[config.mk]
export PLATFORM = sky130hd
export DESIGN_NAME = axi_write_channel_flat
export DESIGN_NICKNAME = d
export VERILOG_FILES = /design/src/source/hdmi_text_pkg.sv /design/src/source/vram_wr_if.sv /design/src/source/axi_write_channel.sv /design/src/flat_wrapper.sv
export SDC_FILE = /design/constraint.sdc
export NUM_CORES = 1
export LEC_CHECK = 0
export BUFFER_PORTS_ARGS = -buffer_cell sky130_fd_sc_hd__buf_4
export CORE_MARGIN = 5
export CORE_UTILIZATION = 31
export DETAILED_ROUTE_END_ITERATION = 12
export GPL_TIMING_DRIVEN = 0
export HOLD_SLACK_MARGIN = 0.15
export PLACE_DENSITY = 0.76
export SLEW_MARGIN = 5
export SYNTH_ARGS = -nofsm -noshare
export SYNTH_HDL_FRONTEND = slang
export SYNTH_SLANG_ARGS = --single-unit
[constraint.sdc]
create_clock -name S_AXI_ACLK -period 1.58 [get_ports S_AXI_ACLK]
set_input_delay 0.316 -clock S_AXI_ACLK [delete_from_list [all_inputs] [get_ports S_AXI_ACLK]]
set_output_delay 0.316 -clock S_AXI_ACLK [all_outputs]
set_load 0.01 [all_outputs]
[src/source/hdmi_text_pkg.sv]
package hdmi_text_pkg;

  // --------------------------------------------------
  // bus and store sizes
  // --------------------------------------------------

  localparam int axi_addr_w      = 16;
  localparam int axi_data_w      = 32;
  // one strobe bit per byte lane
  localparam int strb_w          = axi_data_w / 8;
  localparam int vram_idx_w      = 11;
  localparam int vram_words      = 2048;
  localparam int palette_entries = 8;
  localparam int palette_idx_w   = 3;

  // only response ever returned
  localparam logic [1:0] resp_okay = 2'b00;

  // --------------------------------------------------
  // data types
  // --------------------------------------------------

  typedef logic [axi_data_w-1:0] word_t;
  typedef logic [strb_w-1:0]     strb_t;
  typedef logic [vram_idx_w-1:0] vram_idx_t;

  // one bus address seen two ways
  // bit 13 picks the palette, same place in both views
  typedef union packed {
    struct packed {
      logic [1:0] spare;
      logic       sel;
      vram_idx_t  idx;
      logic [1:0] byte_off;
    } vram;
    struct packed {
      logic [1:0]               spare;
      logic                     sel;
      // word index bits above the palette range
      logic [7:0]               unused;
      logic [palette_idx_w-1:0] idx;
      logic [1:0]               byte_off;
    } pal;
  } axi_addr_u;

endpackage

[src/source/vram_wr_if.sv]
`timescale 1ns/1ps

interface vram_wr_if import hdmi_text_pkg::*; ();

  // single-cycle write strobe, no back-pressure
  logic      en;
  // full bus address, decoded by the store
  axi_addr_u addr;
  word_t     data;
  // byte lanes, ignored for palette writes
  strb_t     strb;

  // write channel side
  modport source (
    output en,
    output addr,
    output data,
    output strb
  );

  // store side
  modport sink (
    input en,
    input addr,
    input data,
    input strb
  );

endinterface

[src/source/axi_write_channel.sv]
`timescale 1ns/1ps

module axi_write_channel import hdmi_text_pkg::*; (
  input  logic                  S_AXI_ACLK,
  input  logic                  S_AXI_ARESETN,
  input  logic [axi_addr_w-1:0] awaddr,
  input  logic                  awvalid,
  output logic                  awready,
  input  word_t                 wdata,
  input  strb_t                 wstrb,
  input  logic                  wvalid,
  output logic                  wready,
  output logic                  bvalid,
  input  logic                  bready,
  vram_wr_if.source             wr
);

  // high from accept until the response is taken
  logic      outstanding;
  // accept condition, sampled at the edge
  logic      accept;
  // both channels handshaking in the ready cycle
  logic      wr_fire;
  // address captured at accept
  axi_addr_u addr_q;

  // --------------------------------------------------
  // address and data handshake
  // --------------------------------------------------

  // AW and W must both be present, one write in flight
  assign accept  = ~awready && awvalid && wvalid && ~outstanding;
  assign wr_fire = awready && awvalid && wready && wvalid;

  always_ff @(posedge S_AXI_ACLK)
  begin
    if (!S_AXI_ARESETN)
    begin
      awready     <= 1'b0;
      wready      <= 1'b0;
      outstanding <= 1'b0;
    end
    else
    begin
      // both readies pulse together for one cycle
      awready <= accept;
      wready  <= accept;
      if (accept)
        outstanding <= 1'b1;
      else if (bvalid && bready)
        outstanding <= 1'b0;
    end
  end

  always_ff @(posedge S_AXI_ACLK)
  begin
    if (accept)
      addr_q <= awaddr;
  end

  // --------------------------------------------------
  // write response
  // --------------------------------------------------

  always_ff @(posedge S_AXI_ACLK)
  begin
    if (!S_AXI_ARESETN)
      bvalid <= 1'b0;
    else if (wr_fire)
      bvalid <= 1'b1;
    else if (bvalid && bready)
      bvalid <= 1'b0;
  end

  // store write goes out during the ready cycle
  // data and strobe still held by the master here
  assign wr.en   = wr_fire;
  assign wr.addr = addr_q;
  assign wr.data = wdata;
  assign wr.strb = wstrb;

endmodule

[src/flat_wrapper.sv]
// flat-port wrapper written by rule: the top's interface ports become plain ports
module axi_write_channel_flat import hdmi_text_pkg::*;
  (S_AXI_ACLK, S_AXI_ARESETN, awaddr, awvalid, awready, wdata, wstrb, wvalid, wready, bvalid, bready, wr_en, wr_addr, wr_data, wr_strb);
  vram_wr_if wr_i ();
  input  logic S_AXI_ACLK;
  input  logic S_AXI_ARESETN;
  input  logic [axi_addr_w-1:0] awaddr;
  input  logic awvalid;
  output logic awready;
  input  word_t wdata;
  input  strb_t wstrb;
  input  logic wvalid;
  output logic wready;
  output logic bvalid;
  input  logic bready;
  output wire logic [$bits(wr_i.en)-1:0] wr_en;
  output wire logic [$bits(wr_i.addr)-1:0] wr_addr;
  output wire logic [$bits(wr_i.data)-1:0] wr_data;
  output wire logic [$bits(wr_i.strb)-1:0] wr_strb;
  assign wr_en = wr_i.en;
  assign wr_addr = wr_i.addr;
  assign wr_data = wr_i.data;
  assign wr_strb = wr_i.strb;
  axi_write_channel u_core (.S_AXI_ACLK(S_AXI_ACLK), .S_AXI_ARESETN(S_AXI_ARESETN), .awaddr(awaddr), .awvalid(awvalid), .awready(awready), .wdata(wdata), .wstrb(wstrb), .wvalid(wvalid), .wready(wready), .bvalid(bvalid), .bready(bready), .wr(wr_i));
endmodule
* After elaboration in Yosys (flattened, before gate mapping)
Cells that the tools add are included.
Widths: inputs -> output; s select.
** Word-level totals
- Bits in registers :: 19
- Input bits :: 57
- Output and inout bits :: 56
** Operators by class
- Muxes and demuxes :: 3
- Bitwise gates (word level) :: 2
- Reductions and logical operators :: 9
** Operators by type and width (count)
- $logic_and 1x1->1 :: 7
- $reduce_bool 2->1 :: 2
- $mux 1 :: 3
- $not 1->1 :: 2

* Longest topological paths before layout
Gate-level depths: netlist of the first run.
- Word-level depth :: 5
- Mapped depth :: 2

* Worst setup path before layout of the first run
No wires, ideal clock.
- Kind :: reg-to-reg
- Start :: register u_core.awready
- End :: register u_core.addr_q (netlist bit u_core.wr.addr[0]) (enable)
- Setup time :: 345 ps
- Data arrival time :: 856 ps
- Required time :: 1235 ps
- Setup slack :: 379 ps
- Stages on the path, launching flop included :: 2
- Path buffers :: 0
- Cell sequence :: dfxtp_1 -> and4bb_2
** On the way
- Word-level cells in the longest chain between the ends :: 4
** Ends and longest elaborated chain
- start, declared :: RTL line axi_write_channel.sv:8 : output logic awready,
- start signal, assigned :: RTL line axi_write_channel.sv:46 : awready <= accept;
- $not 1->1 :: RTL line axi_write_channel.sv:32 : assign accept = ~awready && awvalid && wvalid && ~outstanding;
- $logic_and 1x1->1 (3 in a row) :: RTL line axi_write_channel.sv:32
- net u_core.accept :: RTL line axi_write_channel.sv:21 : logic accept;
- end signal, assigned :: RTL line axi_write_channel.sv:58 : addr_q <= awaddr;
- end, declared :: RTL line axi_write_channel.sv:25 : axi_addr_u addr_q;
The timed path passes the listed nets, and every way through them passes these cells.
A chain may end at the register's enable or synchronous reset.

* Worst setup path in the final report of the first run
- Start :: register u_core.awready
- End :: output port wr_en
** On the way
- Word-level cells in the longest chain between the ends :: 3
** Ends and longest elaborated chain
- $logic_and 1x1->1 :: RTL line axi_write_channel.sv:33 : assign wr_fire = awready && awvalid && wready && wvalid;
- $logic_and 1x1->1 (*) (2 in a row) :: RTL line axi_write_channel.sv:33
- end, declared :: RTL line flat_wrapper.sv:16 : output wire logic [$bits(wr_i.en)-1:0] wr_en;
Mark *: on every way between the ends. The rest lies on a longest branch, timed or not.

==> results of run 1 <==
==> state kept, by name (all words and copies together), names as in the netlist <==
signal              count
u_core.outstanding      1
u_core.awready          1
u_core.bvalid           1
u_core.wr.addr         16
==> cells in the mapped netlist <==
cell type	instances	area, um^2
buf_4	37	278
edfxtp_1	16	480
dfxtp_1	3	60.1
o21a_1	2	15.0
a21boi_0	1	7.51
and2_2	1	7.51
and3_2	1	7.51
and4bb_2	1	12.5
nor2b_1	1	6.26
==> through the flow <==
stage | utilization | area (um^2)
finish | 0.552 | 1510
global route | 0.552 | 1510
CTS | 0.552 | 1510
detailed placement | 0.543 | 1480
global placement | 0.543 | 1480
floorplan | - | 875
==> power breakdown <==
group          leakage (nW)  internal (mW)  switching (mW)
clock network        0.0150         0.0977           0.125
logic                 0.568          0.172          0.0911
registers             0.173          0.569         0.00655
==> cell usage in the layout, fill, tap and decap left out <==
master	synthesis	final
and3_2	1	1
edfxtp_1	16	16
and4bb_2	1	1
a21boi_0	1	1
clkbuf_4	0	3
dfxtp_1	3	3
buf_4	37	113
o21a_1	2	2
clkbuf_1	0	1
and2_2	1	1
nor2b_1	1	1
==> metal layers <==
| layer | track usage | up-vias | routed length, um |
|---|---|---|---|
| met5 | 0 | - | 0 |
| met4 | 0.0159 | 0 | 0 |
| met3 | 0.0444 | 0 | 390 |
| met2 | 0.196 | 75 | 1150 |
| met1 | 0.0922 | 307 | 703 |
| li1 | - | 334 | - |
==> cell families after synthesis <==
logic type,Yosys count,share of synthesized area
AOI/OAI and AO/OA,3,0.0257
buffers and inverters,37,0.318
DFF,19,0.618
and+or+nand+nor,4,0.0386
==> worst paths after layout <==
| check | endpoint | slack (ns) | cells past startpoint |
|---|---|---|---|
| min reg2reg | u_core.outstanding$_SDFFE_PN0P_ | 0.62 | 2 |
| min | u_core.wr.addr[0]$_DFFE_PP_ | 0.21 | 1 |
| max reg2reg | u_core.wr.addr[2]$_DFFE_PP_ | 0.31 | 1 |
| max | wr_en | 0.30 | 2 |
==> layout make-up <==
cell class	count	share of cell area
tap	31	0.0257
sequential	19	0.358
timing repair buffer	76	0.378
clock buffer	4	0.0174
buffer	37	0.184
multi-input combinational	7	0.0373
==> run summary, run 1 <==
## Place
* PortBufs: 76
* DP Cell Count: 170
* placer congestion estimate: 0.618
* detailed-placement wirelength estimate: 2050 um
* worst slack at placement: 0.290 ns

## STA
* share of the cycle needed by the critical path after routing: 0.812
* Setup WS post-layout: 0.297 ns
* Max Clk Rate: 779 MHz
* slew of the pin with the lowest slew margin: 0.428 ns
* TNS Setup: 0 ns
* final-report setup violation count: 0
* headroom to the max-slew limit: 0.714
* clock skew: 0.00284 ns
* setup repair after global routing missed its margin: no
* max-slew violation count: 0
* post-layout minimum cycle time: 1.28 ns
* total count of hold-check failures in the final report: 0
* Hold WS: 0.210 ns

## Finish
* antenna diode count: 0
* fraction of layout instances using a drive strength above 1: 0.832
* post-route insts no fill: 174
* net count of the finished layout: 201
* Area growth syn-to-layout: 72.7%
* multi-input gate area in the final layout: 56.3 um^2
* number of inserted filler cells in the final layout: 224
* area taken by flip-flops and latches: 541 um^2

## Power
* power after layout: 1.06 mW
* power density of the placed cells: 703 nW/um^2
* maximum ir drop on the vdd rail: 0.000456 V
* Leak: 0.756 nW

## Worst setup path
* critical path's largest stage delay: 0.38 ns
* worst reg2reg path startpoint: u_core.awready$_SDFF_PN0_
* Max stage delay cell, worst path: dfxtp_1
* kind of critical path: reg2out
* data required time at the worst endpoint: 1.26 ns
* endpoint arrival time on the critical path: 0.97 ns
* CP Buf/Inv Count: 1
* maximum fanout count along the critical path: 4
* nature of the critical path endpoint: output port
* critical path launch point type: flip-flop
* ordered cell list for the critical path: and3_2 -> buf_4
* Critical Path Start: u_core.awready$_SDFF_PN0_
* cell family with most CP delay: flip-flops

## Synthesis
* number of flip-flops and latches in the synthesized netlist: 19
* mean instance size in the synthesized netlist: 13.9 um^2
* number of warnings issued by yosys: 0
* share of synthesized area occupied by flip-flops and latches: 0.618
* nets in the synthesized netlist: 120
* unique cell type count in the Yosys netlist: 9
* Post-Synthesis Cells: 63
* cell area after technology mapping: 875 um^2

## Clock tree
* level count of the clock H-tree: 1
* number of buffers between clock root and the deepest sink: 2
* CTS Root Cell: clkbuf_4
* clock transition at the register clock pins on the worst setup and hold paths after CTS: 0.10 ns
* clock latency on the worst-skew pair: 0.28 ns
* clock tree from TritonCTS: yes
* number of gates resized after CTS: 0
* clock buffer count from CTS: 3
* post-cts hold buffer count: 0
* TritonCTS Sinks: 19
* number of setup buffers added after CTS: 0

## Job
* max-capacitance violation count: 0

## Min path
* class of the tightest hold or removal check: in2reg
* Hold Startpoint: awaddr[0]

## Route
* total wirelength of the detailed-routed design: 2240 um
* DR iter-0 viols: 9
* number of vias per cell: 4.11
* Routed WL per cell: 12.9 um
* residual DRC count: 0
* antenna violation net count after detailed routing: 0
* routed via count: 716
* router iterations before antenna repair: 4

## GRT
* pin count of the biggest net entering global routing: 19
* leftover overflow at the end of global routing: 0
* number of antenna violations at the first check in global routing: 0
* wire length of the first global-routing pass: 3260 um
* global router's overall resource usage: 0.0992
* number of global-route vias before repair: 812

## Floorplanning
* std cell rows: 19
* ports placed on the boundary: 113
* die area: 3980 um^2
* core region area: 2730 um^2
* starting density of the core: 0.320
* die extent in y: 63.1 um
* die width: 63.1 um

## Status
* status: complete, no violations

Note: power is estimated with default switching activity, not from simulation.
==> run 2: changes to the inputs <==
==> constraint.sdc (replaced) <==
create_clock -name S_AXI_ACLK -period 1.3 [get_ports S_AXI_ACLK]
set_input_delay 0.26 -clock S_AXI_ACLK [delete_from_list [all_inputs] [get_ports S_AXI_ACLK]]
set_output_delay 0.26 -clock S_AXI_ACLK [all_outputs]
set_load 0.01 [all_outputs]
==> run summary, run 2 (synthesis results as in run 1) <==
## Worst setup path
* nature of the critical path endpoint: output port
* CP Buf/Inv Count: 1, unchanged
* data required time at the worst endpoint: 1.04 ns, -0.22 ns
* cell family with most CP delay: flip-flops
* critical path's largest stage delay: 0.35 ns, -0.03 ns
* ordered cell list for the critical path: and3_2 -> buf_4
* critical path launch point type: flip-flop
* endpoint arrival time on the critical path: 0.96 ns, about the same
* Max stage delay cell, worst path: dfxtp_2
* kind of critical path: reg2out
* maximum fanout count along the critical path: 4, unchanged

## Route
* residual DRC count: 0, unchanged
* Routed WL per cell: 13.6 um, +5.3%
* antenna violation net count after detailed routing: 0, unchanged
* router iterations before antenna repair: 3, -1
* number of vias per cell: 4.05, -1.6%
* routed via count: 769, +7.4%
* total wirelength of the detailed-routed design: 2580 um, +15%
* DR iter-0 viols: 15, +6

## Floorplanning
* die area: 3980 um^2, unchanged
* die width: 63.1 um, unchanged
* die extent in y: 63.1 um, unchanged
* ports placed on the boundary: 113, unchanged
* starting density of the core: 0.320, unchanged
* core region area: 2730 um^2, unchanged
* std cell rows: 19, unchanged

## Finish
* leading cell types in the layout, fill and taps excluded: buf_4, dlygate4sd3_1, edfxtp_1
* multi-input gate area in the final layout: 60.1 um^2, +6.7%
* area taken by flip-flops and latches: 542 um^2, +0.23%
* max FFs per register: 16, unchanged
* net count of the finished layout: 217, +8.0%
* final design instance area without fill: 1680 um^2, +11%
* most frequent standard cell in the layout excluding fill and tap cells: buf_4
* number of inserted filler cells in the final layout: 201, -10%
* Area growth syn-to-layout: 91.6%
* antenna diode count: 0, unchanged
* fraction of layout instances using a drive strength above 1: 0.755, -0.0775

## GRT
* number of global-route vias before repair: 848, +4.4%
* number of antenna violations at the first check in global routing: 0, unchanged
* pin count of the biggest net entering global routing: 19, unchanged
* wire length of the first global-routing pass: 3750 um, +15%
* global router's overall resource usage: 0.115, +0.0157
* leftover overflow at the end of global routing: 0, unchanged

## Min path
* class of the tightest hold or removal check: in2reg

## Clock tree
* clock latency on the worst-skew pair: 0.28 ns, about the same
* number of setup buffers added after CTS: 0, unchanged
* level count of the clock H-tree: 1, unchanged
* clock transition at the register clock pins on the worst setup and hold paths after CTS: 0.10 ns, about the same
* clock buffer count from CTS: 3, unchanged
* clock tree from TritonCTS: yes
* TritonCTS Sinks: 19, unchanged
* CTS Root Cell: clkbuf_4
* number of buffers between clock root and the deepest sink: 2, unchanged

## Place
* placer congestion estimate: 0.618, unchanged
* detailed-placement wirelength estimate: 2050 um, unchanged
* PortBufs: 76, unchanged
* placed instance area: 1480 um^2, unchanged

## Power
* fraction of power spent switching nets: 0.212, +0.00252
* power share of the combinational group: 0.273, +0.025
* Leak: 0.824 nW, +9.0%
* part of the total power dissipated in sequential elements: 0.524, -0.018
* Clk pwr share: 0.203, -0.007
* Internal Pwr Total: 1.05 mW, +26%
* power after layout: 1.34 mW, +26%
* maximum ir drop on the vdd rail: 0.000755 V, +65%
* switching power of the nets: 0.284 mW, +27%
* power density of the placed cells: 798 nW/um^2, +13%

## STA
* max-slew violation count: 0, unchanged
* share of the cycle needed by the critical path after routing: 0.941
* slew of the pin with the lowest slew margin: 0.271 ns, -0.157 ns
* TNS Setup: 0 ns, unchanged
* setup repair after global routing missed its margin: no
* post-layout minimum cycle time: 1.22 ns
* clock skew: 0.00379 ns, +0.000947 ns
* Max Clk Rate: 818 MHz
* final-report setup violation count: 0, unchanged
* headroom to the max-slew limit: 0.819, +0.105
* total count of hold-check failures in the final report: 0, unchanged

## Job
* max-capacitance violation count: 0, unchanged

## Status
* status: complete, no violations

==> run 2: changes by cell type in the layout (fill, tap and decap cells not counted) <==
| cell | previous run | this run |
|---|---|---|
| and4bb_4 | 0 | 1 |
| dfxtp_2 | 0 | 1 |
| dlygate4sd3_1 | 0 | 16 |
| dfxtp_1 | 3 | 2 |
| and4bb_2 | 1 | 0 |
==> run 2: what timing repair did <==
| item | in CTS | in global routing |
|---|---|---|
| hold buffers | 13 | 3 |
| endpoints found under the setup margin | 0 | 17 |
| resized for setup | 0 | 2 |
| endpoints found under the hold margin | 13 | 3 |
==> run 2: path summary, 6_finish.rpt <==
path / end / slack (ns) / cells after the start / start
max: wr_en / 0.08 / 2 / u_core.awready$_SDFF_PN0_
min: u_core.outstanding$_SDFFE_PN0P_ / 0.20 / 2 / S_AXI_ARESETN
max reg2reg: u_core.wr.addr[1]$_DFFE_PP_ / 0.13 / 1 / u_core.awready$_SDFF_PN0_
min reg2reg: u_core.outstanding$_SDFFE_PN0P_ / 0.64 / 2 / u_core.outstanding$_SDFFE_PN0P_
==> run 2: layer usage <==
| layer | track usage | vias to the layer above | share of wire |
|---|---|---|---|
| li1 | - | 367 | - |
| met1 | 0.115 | 327 | 0.32 |
| met2 | 0.228 | 75 | 0.53 |
| met3 | 0.0391 | 0 | 0.15 |
| met4 | 0.0159 | 0 | 0 |
| met5 | 0 | - | 0 |
==> run 2: power by group through the flow <==
stage,Clock [mW],Sequential (mW),Combinational (mW)
after floorplan,0,0.726,0.134
after global routing,0.313,0.703,0.390
after global placement,0,0.713,0.320
after CTS,0.285,0.700,0.358
after detailed placement,0,0.714,0.325
final,0.272,0.701,0.364
==> run 2: metrics by stage <==
stage                      util  std cells  setup WS, ns  hold slack, ns
after floorplan               -         63        0.0995           0.359
after global placement    0.543        170        0.0449           0.439
after detailed placement  0.543        170        0.0267           0.439
after CTS                 0.600        187        0.0154           0.151
after global routing      0.613        190        0.0346           0.195
final                     0.613        190        0.0768           0.196
==> run 2: layout make-up <==
type | count | share of cell area
tap | 31 | 0.0232
timing repair buffer | 92 | 0.436
sequential | 19 | 0.323
clock buffer | 4 | 0.0157
buffer | 37 | 0.166
multi-input combinational | 7 | 0.0358
