File: src/source/hdmi_text_pkg.sv
package hdmi_text_pkg;

  // --------------------------------------------------
  // bus and store sizes
  // --------------------------------------------------

  localparam int axi_addr_w      = 16;
  localparam int axi_data_w      = 32;
  // one strobe bit per byte lane
  localparam int strb_w          = axi_data_w / 8;
  localparam int vram_idx_w      = 11;
  localparam int vram_words      = 2048;
  localparam int palette_entries = 8;
  localparam int palette_idx_w   = 3;

  // only response ever returned
  localparam logic [1:0] resp_okay = 2'b00;

  // --------------------------------------------------
  // data types
  // --------------------------------------------------

  typedef logic [axi_data_w-1:0] word_t;
  typedef logic [strb_w-1:0]     strb_t;
  typedef logic [vram_idx_w-1:0] vram_idx_t;

  // one bus address seen two ways
  // bit 13 picks the palette, same place in both views
  typedef union packed {
    struct packed {
      logic [1:0] spare;
      logic       sel;
      vram_idx_t  idx;
      logic [1:0] byte_off;
    } vram;
    struct packed {
      logic [1:0]               spare;
      logic                     sel;
      // word index bits above the palette range
      logic [7:0]               unused;
      logic [palette_idx_w-1:0] idx;
      logic [1:0]               byte_off;
    } pal;
  } axi_addr_u;

endpackage

File: src/source/axi_read_channel.sv
`timescale 1ns/1ps

module axi_read_channel import hdmi_text_pkg::*; (
  input  logic                  S_AXI_ACLK,
  input  logic                  S_AXI_ARESETN,
  input  logic [axi_addr_w-1:0] araddr,
  input  logic                  arvalid,
  output logic                  arready,
  output word_t                 rdata,
  output logic                  rvalid,
  input  logic                  rready,
  output vram_idx_t             rd_addr,
  input  word_t                 rd_data
);

  // address captured at accept
  axi_addr_u araddr_q;
  // memory latency cycle, one pulse
  logic      pending;
  // start of a new read
  logic      accept;

  // --------------------------------------------------
  // read address handshake
  // --------------------------------------------------

  // no new read while one is in flight or unclaimed
  assign accept = ~arready && arvalid && ~rvalid && ~pending;

  always_ff @(posedge S_AXI_ACLK)
  begin
    if (!S_AXI_ARESETN)
    begin
      arready <= 1'b0;
      pending <= 1'b0;
    end
    else
    begin
      arready <= accept;
      // memory samples rd_addr at the handshake edge
      pending <= arready && arvalid;
    end
  end

  always_ff @(posedge S_AXI_ACLK)
  begin
    if (accept)
      araddr_q <= araddr;
  end

  // reads always go to VRAM, select bit ignored
  assign rd_addr = araddr_q.vram.idx;

  // --------------------------------------------------
  // read data return
  // --------------------------------------------------

  always_ff @(posedge S_AXI_ACLK)
  begin
    if (!S_AXI_ARESETN)
      rvalid <= 1'b0;
    else if (pending)
      rvalid <= 1'b1;
    else if (rvalid && rready)
      rvalid <= 1'b0;
  end

  // hold register keeps RDATA stable under back-pressure
  always_ff @(posedge S_AXI_ACLK)
  begin
    if (pending)
      rdata <= rd_data;
  end

endmodule

File: config.mk
export PLATFORM = sky130hd
export DESIGN_NAME = axi_read_channel
export DESIGN_NICKNAME = d
export VERILOG_FILES = /design/src/source/hdmi_text_pkg.sv /design/src/source/axi_read_channel.sv
export SDC_FILE = /design/constraint.sdc
export NUM_CORES = 1
export LEC_CHECK = 0
export ABC_CLOCK_PERIOD_IN_PS = 5090
export BUFFER_PORTS_ARGS = -buffer_cell sky130_fd_sc_hd__clkbuf_2
export CAP_MARGIN = 40
export CORE_MARGIN = 1.5
export CORE_UTILIZATION = 31
export CTS_BUF_LIST = sky130_fd_sc_hd__clkbuf_4 sky130_fd_sc_hd__clkbuf_8
export DETAILED_ROUTE_END_ITERATION = 10
export PLACE_DENSITY = 0.74
export SLEW_MARGIN = 10
export SYNTH_ARGS = -nofsm -noshare
export SYNTH_HDL_FRONTEND = slang
export SYNTH_SLANG_ARGS = --single-unit
File: constraint.sdc
create_clock -name S_AXI_ACLK -period 5.09 [get_ports S_AXI_ACLK]
set_input_delay 1.527 -clock S_AXI_ACLK [delete_from_list [all_inputs] [get_ports S_AXI_ACLK]]
set_output_delay 1.527 -clock S_AXI_ACLK [all_outputs]
set_load 0.1 [all_outputs]
## Word-level counts from Yosys, hierarchy flattened

Index checks and enable logic that the tools add are counted.

- Reduce and logical (&&, ||, !) cells: 6
- Muxes and demuxes: 2
- Bitwise gates (word level): 3

Operator list:

| cell | number |
|---|---|
| $logic_and A1 B1 Y1 | 5 |
| $not A1 Y1 | 3 |
| $mux W1 | 2 |
| $reduce_bool A2 Y1 | 1 |

- Word-level logic and storage cells: 16
- Bits of input ports: 52
- Output and inout port bits: 45
- Register bits after elaboration: 48

## Logic depth before layout (Yosys ltp)

Gate-level depths: netlist (run 1).

- Word-level depth: 4
- Mapped depth: 2
- Mapped depth without buffers: 2

## Worst setup path after synthesis (run 1)

OpenSTA, ideal clock, no wires.

- Path type: input to register
- Start point: input port arvalid
- End point: register araddr_q[10] (netlist name), enable pin
- Arrival time: 2227 ps
- Stages: 1
- Path buffers: 0
- Setup slack: 2476 ps
- Required time: 4703 ps
- Path through: nor4b_2

- Longest elaborated chain between the ends: 3

RTL lines:

| element | RTL line | source |
|---|---|---|
| from (decl) | axi_read_channel.sv:7 | `input logic arvalid,` |
| $logic_and A1 B1 Y1 (3 in a row) | axi_read_channel.sv:28 | `assign accept = ~arready && arvalid && ~rvalid && ~pending;` |
| to (signal assigned) | axi_read_channel.sv:48 | `araddr_q <= araddr;` |
| to (decl) | axi_read_channel.sv:17 | `axi_addr_u araddr_q;` |

Every way passes these cells.
A chain may end at the register's enable or synchronous reset.

## Final worst setup path (run 1)

- Start point: register rvalid
- End point: output port rvalid

RTL lines:

| element | RTL line | source |
|---|---|---|
| from (decl) | axi_read_channel.sv:10 | `output logic rvalid,` |
| from (signal assigned) | axi_read_channel.sv:61 | `rvalid <= 1'b0;` |
| from (signal assigned) | axi_read_channel.sv:63 | `rvalid <= 1'b1;` |
| from (signal assigned) | axi_read_channel.sv:65 | `rvalid <= 1'b0;` |

No word-level cell between the ends.

==> results of run 1 <==
## power groups by stage
stage / clock network, uW / registers [uW] / logic [uW]
floorplan: 0 / 514 / 3.54
global placement: 0 / 440 / 104
detailed placement: 0 / 441 / 107
CTS: 235 / 433 / 107
global route: 254 / 434 / 109
finish: 227 / 432 / 106
## cells by family after synthesis
group / synth area share [%]
flops: 96.3
simple gates: 3.12
compound gates: 0.535
## layout by cell type, fill, tap and decap left out
cell type,instances
and3_1,1
edfxtp_1,43
clkinvlp_4,1
clkbuf_8,6
nor4b_2,1
clkinv_2,1
dfxtp_2,1
o21a_1,1
clkbuf_2,91
buf_4,1
nor4_2,1
dfxtp_1,2
nor2b_1,1
nand2_1,1
## sequential cells by signal, summed over array words and instances, names as in the netlist
| name | cells |
|---|---|
| rdata | 32 |
| araddr_q | 11 |
| arready | 1 |
| pending | 1 |
| rvalid | 1 |
## through the flow
| step | worst slack [ns] | utilization (%) | cell area, um2 | std cells | hold slack [ns] |
|---|---|---|---|---|---|
| final | 2.37 | 46.6 | 2030 | 204 | 0.499 |
| after global routing | 2.33 | 46.6 | 2030 | 204 | 0.518 |
| after CTS | 2.36 | 46.6 | 2030 | 204 | 0.501 |
| after detailed placement | 2.59 | 44.4 | 1930 | 196 | 0.487 |
| after global placement | 2.16 | 44.2 | 1920 | 195 | 0.478 |
| after floorplan | 2.48 | - | 1400 | 52 | 0.980 |
## metal layers
metal	vias up	share of wire, %	global-route usage (%)	wire, um
li1	402	-	-	-
met2	48	53	20.0	1430
met3	5	8.0	4.47	219
met4	0	1.9	6.41	51
met1	382	37	13.5	1020
met5	-	0	0	0
## layout make-up
| cell class | instances | area, um2 |
|---|---|---|
| fill | 392 | 2330 |
| sequential | 46 | 1350 |
| timing repair buffer | 92 | 463 |
| clock buffer | 6 | 82.6 |
| tap | 52 | 65.1 |
| multi-input combinational | 6 | 51.3 |
| clock inverter | 2 | 12.5 |
## worst paths after layout
kind                             from                    end  slack, ns  depth (start not counted)
setup / recovery  rvalid$_SDFFE_PN0P_                 rvalid       2.37                          1
hold / removal     arready$_SDFF_PN0_     arready$_SDFF_PN0_       0.50                          1
setup reg to reg   pending$_SDFF_PN0_  araddr_q[5]$_DFFE_PP_       3.52                          2
hold reg to reg    arready$_SDFF_PN0_     arready$_SDFF_PN0_       0.50                          1
==> key figures, run 1 <==
Synthesis
  – Synth cell count leaders: 43 x edfxtp_1, 3 x dfxtp_1
  – Area of the mapped netlist: around 0.0014 mm2
  – Async SR Flop Fraction: 0%
  – Number of library cell types mapped by synthesis: 8
  – Yosys reg bits: 46
  – Top_reg_cell synth: edfxtp_1
  – Seq/Total Area, Yosys: 96.3%
  – Share of the synthesized area in the top cell type: 92.1%
  – Cell with the most instances after synthesis: edfxtp_1
  – Post-synthesis cell count: between 50 and 60
  – Syn avg cell area: 27.0 um2
  – Synth area leaders: edfxtp_1 92%, dfxtp_1 4.3%, nor4b_2 1.1%
  – Number of flops mapped to enable cells by yosys: 43
  – Synthesis warning total: 0
  – Synth area leader: edfxtp_1
  – Mapped Nets: ~100

Drt
  – Routed vias: roughly 840
  – Via-to-Cell Ratio: 4.10
  – WL final: between 2 and 3 mm
  – Drt wl/cell: between 10 and 15 um
  – Routed Antenna Nets: 0
  – Initial drt markers: 31
  – DRC errors left: 0
  – Initial DRT Pass Iterations: 4

Placement
  – GPL Wtd Cong: roughly 0.60
  – PortBufs: 91

Critical path
  – Delay-heaviest family, CP: buffers and inverters
  – CP Capture Type: output port
  – Crit path kind: flop to output port
  – Worst path bufs/invs: 1
  – CP peak stage delay: between 0.4 and 0.5 ns
  – Crit path DAT: 1.19 ns
  – Critical-path maximum fanout: 4
  – Critical Path, Cell by Cell: clkbuf_2
  – CP startpoint kind: flop
  – CP max stage cell: clkbuf_2
  – CP required: between 3 and 4 ns

STA
  – Hold Vio Cnt, Final: 0
  – Setup TNS: 0 ns
  – Finish-stage setup viols: 0
  – Actual slew at the worst max-slew pin: 0.791 ns
  – Final Max Tran Viols: 0
  – Final cycle utilization of the critical path: 53.4%
  – Max_slew headroom: around 47%
  – Final min period: 2.72 ns
  – Maximum clock frequency: approximately 370 MHz
  – Worst Skew: slightly above 0.004 ns
  – RSZ-0062 raised after global routing: false

Power and ir drop
  – Internal power: about 560 uW
  – Seq pwr share: 56.5%
  – Power share of the clock group: between 20% and 30%
  – Pwr per Cell Area: around 380 mW/mm2
  – Worst IR Drop VDD: 213 uV
  – Gate power share: 13.8%
  – Net Switching: 209 uW
  – Total power draw: approximately 760 uW
  – P_leak: a little under 0.0009 uW
  – Sw frac: a little over a quarter

Hold path
  – HP Class: flop to flop

Clock tree
  – Post-CTS setup buffers: 0
  – Post-cts resize count: 0
  – H-tree depth: 2
  – CTS tree: done
  – CTS Hold Bufs: 0
  – Clk sinks: 46
  – Worst-Skew Late Latency: a little under 0.3 ns
  – Clock root buffer: clkbuf_8
  – CTS Buf Count: 5
  – Clock buffer depth: 2
  – Clock transition at the registers of the reported paths: 0.08 ns

Layout
  – Fraction of layout cells with a size suffix above 1: 67.8%
  – Final #Nets: just over 200
  – Diodes inserted: 0
  – Area Growth Syn to Fin: 44.5%

Floorplan
  – Die area: approximately 0.005 mm2
  – Core area: ~0.0044 mm2
  – Die Wd: between 70 and 80 um
  – Top Ports: 97
  – Initial core utilization: between 30% and 40%
  – Die height: about 70 um
  – Std-Cell Rows: 24

GRT
  – Total congestion overflow: 0
  – First-pass GRT wire length: ~4.3 mm
  – Initial antenna violation count: 0
  – Vias in the first global route: roughly 890
  – All-Layer GR Usage: between 10% and 20%
  – Largest net degree at the start of global routing: 36

Outcome
  – Outcome: finished, final reports clean

Run
  – # Max-Cap Violations: 0
No activity file was read; power rests on OpenSTA's default activity.
==> inputs of run 2 (changes only) <==
ABC_CLOCK_PERIOD_IN_PS = 2800   (was 5090)
clock period = 2.8 ns   (was 5.09 ns; I/O delays follow)
==> run 2 against run 1 <==
  * Global-route usage is 0.42 points lower
  * Non-clock buffer count stayed put
  * First-iteration DRC count is 39% lower
  * Worst setup slack worse by 1.6 ns
  * Sequential cell count stayed put
  * Register-to-register slack worse by 2.2 ns
  * Highest routed layer unchanged
  * Utilization is 0.43 points higher
  * Sequential share of layout area is 0.61 points lower
==> key figures, run 2 (same netlist as run 1, synthesis figures left out) <==
Outcome
  – Outcome: finished, final reports clean (unchanged)

Critical path
  – CP peak stage delay: 0.48 ns (was 0.49 ns)
  – CP required: 1.96 ns (was 3.56 ns)
  – CP Capture Type: output port (unchanged)
  – RR Startpoint: pending$_SDFF_PN0_ (unchanged)
  – CP startpoint kind: flop (unchanged)
  – CP max stage cell: clkbuf_2 (unchanged)
  – R2R Path End: araddr_q[10]$_DFFE_PP_ (was araddr_q[5]$_DFFE_PP_)
  – Crit path kind: flop to output port (unchanged)
  – Crit path DAT: 1.18 ns (was 1.19 ns)
  – Critical Path Stages: 1 (unchanged)
  – Worst path bufs/invs: 1 (unchanged)
  – R2R depth: 2 (unchanged)
  – Critical-path maximum fanout: 4 (unchanged)
  – Reg2Reg Setup Slack: 1.36 ns (was 3.52 ns)
  – Critical Path, Cell by Cell: clkbuf_2 (unchanged)
  – Delay-heaviest family, CP: buffers and inverters (unchanged)

Layout
  – Fraction of layout cells with a size suffix above 1: 67.8% (unchanged)
  – Most frequent cells in the layout: 91 x clkbuf_2, 43 x edfxtp_1, 5 x clkbuf_8, 2 x dfxtp_1 (was 91 x clkbuf_2, 43 x edfxtp_1, 6 x clkbuf_8, 2 x dfxtp_1)
  – Final Instance Area: 0.00205 mm2 (was 0.00203 mm2)
  – Final #Nets: 203 (unchanged)
  – Post-layout util: 47.0% (was 46.6%)
  – Largest registers: rdata (32), araddr_q (11) (unchanged)
  – Area Growth Syn to Fin: 45.9% (was 44.5%)
  – Area of the multi-input gates: 51.3 um2 (unchanged)
  – Diodes inserted: 0 (unchanged)
  – Commonest non-fill, non-tap cell in the layout: clkbuf_2 (unchanged)
  – Max reg flops: 32 (unchanged)
  – Biggest register: rdata (unchanged)
  – Filler cells: 398 (was 392)
  – Register area: 0.00135 mm2 (unchanged)

Drt
  – Routed vias: 851 (was 837)
  – Via-to-Cell Ratio: 4.17 (was 4.10)
  – Routed Antenna Nets: 0 (unchanged)
  – Drt wl/cell: 13.5 um (was 13.3 um)
  – Initial DRT Pass Iterations: 4 (unchanged)
  – Initial drt markers: 19 (was 31)
  – DRC errors left: 0 (unchanged)
  – WL final: 2.76 mm (was 2.72 mm)

STA
  – Finish-stage setup viols: 0 (unchanged)
  – Actual slew at the worst max-slew pin: 0.823 ns (was 0.791 ns)
  – Worst Skew: 0.00674 ns (was 0.00415 ns)
  – Setup TNS: 0 ns (unchanged)
  – Maximum clock frequency: between 400 and 500 MHz
  – Final cycle utilization of the critical path: 72.2%
  – Final Max Tran Viols: 0 (unchanged)
  – Hold Vio Cnt, Final: 0 (unchanged)
  – Max_slew headroom: 45.1% (was 47.3%)
  – RSZ-0062 raised after global routing: false (unchanged)
  – Final min period: 2.02 ns

Floorplan
  – Top Ports: 97 (unchanged)
  – Initial core utilization: 32.2% (unchanged)
  – Die Wd: 70.3 um (unchanged)
  – Die area: 0.00494 mm2 (unchanged)
  – Core area: 0.00435 mm2 (unchanged)
  – Std-Cell Rows: 24 (unchanged)
  – Die height: 70.3 um (unchanged)

Hold path
  – End of the worst hold path: arready$_SDFF_PN0_ (unchanged)
  – HP Class: flop to flop (unchanged)
  – Worst hold start: arready$_SDFF_PN0_ (unchanged)
  – Hold Path Cell Cnt: 1 (unchanged)

GRT
  – All-Layer GR Usage: 11.7% (was 12.1%)
  – Initial antenna violation count: 0 (unchanged)
  – Total congestion overflow: 0 (unchanged)
  – First-pass GRT wire length: 4.15 mm (was 4.33 mm)
  – Largest net degree at the start of global routing: 36 (unchanged)
  – Vias in the first global route: 866 (was 894)

Power and ir drop
  – Sw frac: 25.9% (was 27.4%)
  – Worst IR Drop VDD: 318 uV (was 213 uV)
  – Net Switching: 380 uW (was 209 uW)
  – Pwr per Cell Area: 717 mW/mm2 (was 377 mW/mm2)
  – Internal power: 1090 uW (was 556 uW)
  – Power share of the clock group: 33.4% (was 29.7%)
  – Gate power share: 13.1% (was 13.8%)
  – Seq pwr share: 53.5% (was 56.5%)
  – P_leak: 0.000879 uW (was 0.000871 uW)

Clock tree
  – CTS tree: done (unchanged)
  – Clock root buffer: clkbuf_8 (unchanged)
  – Post-cts resize count: 0 (unchanged)
  – H-tree depth: 2 (unchanged)
  – Clock transition at the registers of the reported paths: 0.09 ns (was 0.08 ns)
  – Post-CTS setup buffers: 0 (unchanged)
  – Worst-Skew Late Latency: 0.29 ns (about the same)
  – CTS Buf Count: 5 (unchanged)
  – CTS Hold Bufs: 0 (unchanged)
  – Clock buffer depth: 2 (unchanged)
  – Clk sinks: 46 (unchanged)

Run
  – # Max-Cap Violations: 0 (unchanged)

Placement
  – PortBufs: 91 (unchanged)
  – GPL Wtd Cong: 0.627 (was 0.604)
  – Area post-placement: 0.00193 mm2 (unchanged)
-- run 2: changes by cell type in the layout (fill, tap and decap cells not counted), sizes merged --
cell / before / now
bufinv: 0 / 1
clkinv: 1 / 0
-- run 2: power groups by stage --
stage	Sequential, uW	Clock, uW	Combinational (uW)
after CTS	786	512	194
after detailed placement	802	0	193
after global routing	788	535	198
after floorplan	935	0	6.44
after global placement	800	0	191
final	785	490	192
-- run 2: through the flow --
step	hold slack [ns]	total power (uW)	std cells	worst slack (ns)
6_report	0.494	1470	204	0.777
5_1_grt	0.527	1520	204	0.734
4_1_cts	0.501	1490	204	0.753
3_5_place_dp	0.488	996	196	1.09
3_3_place_gp	0.476	990	196	1.10
2_1_floorplan	0.939	942	52	0.838
-- run 2: cell type report --
cell class | count | share of cell area, %
flip-flops and latches | 46 | 66.1
clock inverters | 2 | 1.83
repair buffers | 92 | 22.6
multi-input cells | 6 | 2.51
well taps | 52 | 3.18
clock buffers | 6 | 3.73
-- run 2: how the worst max path moves through the flow --
stage / slack, ns / end / startpoint
floorplan: 0.84 / araddr_q[10]$_DFFE_PP_ / rvalid$_SDFFE_PN0P_
global placement: 1.10 / rvalid / rvalid$_SDFFE_PN0P_
detailed placement: 1.09 / rvalid / rvalid$_SDFFE_PN0P_
CTS: 0.75 / rvalid / rvalid$_SDFFE_PN0P_
global route: 0.73 / arready / arready$_SDFF_PN0_
finish: 0.78 / rvalid / rvalid$_SDFFE_PN0P_
-- run 2: per-layer routing --
metal	up-vias	share of wire [%]	global-route usage, %
met5	-	0	0
met4	0	2.6	8.33
met3	7	7.5	3.61
met2	49	55	20.4
met1	393	35	11.5
li1	402	-	-
-- run 2: worst register-to-register path, delay by kind of cell, from the launching register on --
family	cells	cell delay, ns
buffers and inverters	1	0.22
and+or+nand+nor	1	0.11
DFF	1	0.87
==> inputs of run 3 (changes only) <==
ABC_CLOCK_PERIOD_IN_PS = 1800   (was 2800)
PLACE_DENSITY = 0.76   (was 0.74)
clock period = 1.8 ns   (was 2.8 ns; I/O delays follow)
==> run 3 against run 2 <==
  * Utilization increased by 0.46 points
  * Power increased by 55%
  * Routed wire length fell by 2.6%
  * Largest cell class unchanged
  * Via count is 1.1% higher
  * Sequential share of layout area decreased by 0.70 points
  * Die area unchanged
  * First-iteration DRC count increased to 2.6 times the previous value
  * Combinational power up 61%
  * Worst hold slack worse by 0.076 ns
  * Register-to-register slack worse by 0.73 ns
==> key figures, run 3 (same netlist as run 1, synthesis figures left out) <==
Outcome
  – Outcome: finished, final reports clean (unchanged)

Critical path
  – R2R depth: 2 (unchanged)
  – CP startpoint kind: flop (unchanged)
  – Critical-path maximum fanout: 1 (was 4)
  – Critical Path, Cell by Cell: clkbuf_2 (unchanged)
  – Delay-heaviest family, CP: buffers and inverters (unchanged)
  – Reg2Reg Setup Slack: 0.63 ns (was 1.36 ns)
  – Crit path DAT: 1.10 ns (was 1.18 ns)
  – Crit path kind: flop to output port (unchanged)
  – CP Capture Type: output port (unchanged)
  – CP peak stage delay: 0.46 ns (was 0.48 ns)
  – RR Startpoint: rvalid$_SDFFE_PN0P_ (was pending$_SDFF_PN0_)
  – CP max stage cell: clkbuf_2 (unchanged)
  – CP required: 1.26 ns (was 1.96 ns)
  – R2R Path End: araddr_q[6]$_DFFE_PP_ (was araddr_q[10]$_DFFE_PP_)
  – Worst path bufs/invs: 1 (unchanged)

Clock tree
  – CTS Buf Count: 5 (unchanged)
  – H-tree depth: 2 (unchanged)
  – Worst-Skew Late Latency: 0.29 ns (about the same)
  – Clock root buffer: clkbuf_8 (unchanged)
  – CTS tree: done (unchanged)
  – Post-CTS setup buffers: 0 (unchanged)
  – Clock transition at the registers of the reported paths: 0.08 ns (was 0.09 ns)
  – Post-cts resize count: 0 (unchanged)
  – Clock buffer depth: 2 (unchanged)
  – Clk sinks: 46 (unchanged)
  – CTS Hold Bufs: 0 (unchanged)

GRT
  – Met1 usage: 12.1% (was 11.5%)
  – GR Layer Usage met3: 4.62% (was 3.61%)
  – Vias in the first global route: 855 (was 866)
  – All-Layer GR Usage: 11.1% (was 11.7%)
  – GR peak layer: met2 (unchanged)
  – Largest net degree at the start of global routing: 35 (was 36)
  – M2 GR Usage: 18.4% (was 20.4%)
  – Initial antenna violation count: 0 (unchanged)
  – Total congestion overflow: 0 (unchanged)
  – First-pass GRT wire length: 4.06 mm (was 4.15 mm)

Hold path
  – End of the worst hold path: araddr_q[5]$_DFFE_PP_ (was arready$_SDFF_PN0_)
  – Hold Path Cell Cnt: 1 (unchanged)
  – Worst hold start: araddr[5] (was arready$_SDFF_PN0_)
  – HP Class: primary input to flop (was flop to flop)

Drt
  – Drt wl/cell: 13.1 um (was 13.5 um)
  – Routed Antenna Nets: 0 (unchanged)
  – Routed vias: 860 (was 851)
  – Initial DRT Pass Iterations: 3 (was 4)
  – Initial drt markers: 50 (was 19)
  – DRC errors left: 0 (unchanged)
  – WL final: 2.68 mm (was 2.76 mm)
  – Via-to-Cell Ratio: 4.20 (was 4.17)

Floorplan
  – Die Wd: 70.3 um (unchanged)
  – Initial core utilization: 32.2% (unchanged)
  – Die height: 70.3 um (unchanged)
  – Top Ports: 97 (unchanged)
  – Die area: 0.00494 mm2 (unchanged)
  – Core area: 0.00435 mm2 (unchanged)
  – Std-Cell Rows: 24 (unchanged)

Placement
  – DPL Wire Length: just over 2 mm
  – GPL Wtd Cong: 0.656 (was 0.627)
  – Placed Cells: 197 (was 196)
  – PortBufs: 91 (unchanged)

Layout
  – Max reg flops: 32 (unchanged)
  – Filler cells: 391 (was 398)
  – Biggest register: rdata (unchanged)
  – Commonest non-fill, non-tap cell in the layout: clkbuf_2 (unchanged)
  – Area Growth Syn to Fin: 47.3% (was 45.9%)
  – Fraction of layout cells with a size suffix above 1: 67.3% (was 67.8%)
  – Final #Nets: 204 (was 203)
  – Largest registers: rdata (32), araddr_q (11) (unchanged)
  – Diodes inserted: 0 (unchanged)
  – Most frequent cells in the layout: 89 x clkbuf_2, 43 x edfxtp_1, 5 x clkbuf_8, 4 x buf_4, 3 x dfxtp_1 (was 91 x clkbuf_2, 43 x edfxtp_1, 5 x clkbuf_8, 2 x dfxtp_1)
  – Final Non-Filler Cells: 205 (was 204)

STA
  – Actual slew at the worst max-slew pin: 0.554 ns (was 0.823 ns)
  – Worst Skew: 0.00702 ns (was 0.00674 ns)
  – Final cycle utilization of the critical path: 91.0%
  – Hold Vio Cnt, Final: 0 (unchanged)
  – Final Max Tran Viols: 0 (unchanged)
  – Final min period: approximately 1.6 ns
  – Finish-stage setup viols: 0 (unchanged)
  – Maximum clock frequency: ~600 MHz
  – Max_slew headroom: 63.3% (was 45.1%)
  – RSZ-0062 raised after global routing: false (unchanged)
  – Setup TNS: 0 ns (unchanged)

Power and ir drop
  – Pwr per Cell Area: 1100 mW/mm2 (was 717 mW/mm2)
  – P_leak: 0.000891 uW (was 0.000879 uW)
  – Worst IR Drop VDD: 541 uV (was 318 uV)

Run
  – # Max-Cap Violations: 0 (unchanged)
## run 3: cell types whose count changed in the layout (fill, tap and decap cells not counted)
| cell | before | now |
|---|---|---|
| buf_4 | 1 | 4 |
| clkbuf_2 | 91 | 89 |
| dfxtp_1 | 2 | 3 |
| dfxtp_2 | 1 | 0 |
| nor4b_2 | 1 | 0 |
| nor4b_4 | 0 | 1 |
## run 3: where the power goes
part	total (uW)	internal (uW)	switching, uW
registers	1210	1200	10.3
logic	309	61.0	248
clock network	754	429	325
## run 3: worst max-delay path by stage
stage,start,endpoint,cells past startpoint
final,araddr_q[10]$_DFFE_PP_,rd_addr[8],1
after global routing,araddr_q[10]$_DFFE_PP_,rd_addr[8],1
after CTS,araddr_q[10]$_DFFE_PP_,rd_addr[8],1
after detailed placement,arvalid,araddr_q[2]$_DFFE_PP_,3
after global placement,arvalid,araddr_q[4]$_DFFE_PP_,3
after floorplan,rvalid$_SDFFE_PN0P_,araddr_q[10]$_DFFE_PP_,1
## run 3: metrics by stage
stage / util (%) / setup WS, ns / cell area [um2] / hold WS, ns / power, uW
floorplan: - / 0.0627 / 1410 / 0.639 / 1470
global placement: 44.8 / 0.461 / 1950 / 0.519 / 1550
detailed placement: 44.8 / 0.443 / 1950 / 0.528 / 1550
CTS: 47.4 / 0.131 / 2070 / 0.401 / 2310
global route: 47.4 / 0.104 / 2070 / 0.398 / 2370
finish: 47.4 / 0.162 / 2070 / 0.418 / 2280
## run 3: layout make-up
class,count,area (um2),share of cell area [%]
sequential,46,1350,65.4
timing repair buffer,93,475,23.0
clock buffer,6,76.3,3.69
tap,52,65.1,3.15
multi-input combinational,6,60.1,2.91
clock inverter,2,37.5,1.82
## run 3: per-layer routing
metal,vias to the layer above,part of all wire [%]
met2,47,52
met5,-,0
li1,405,-
met3,6,9.1
met1,402,37
met4,0,2.2
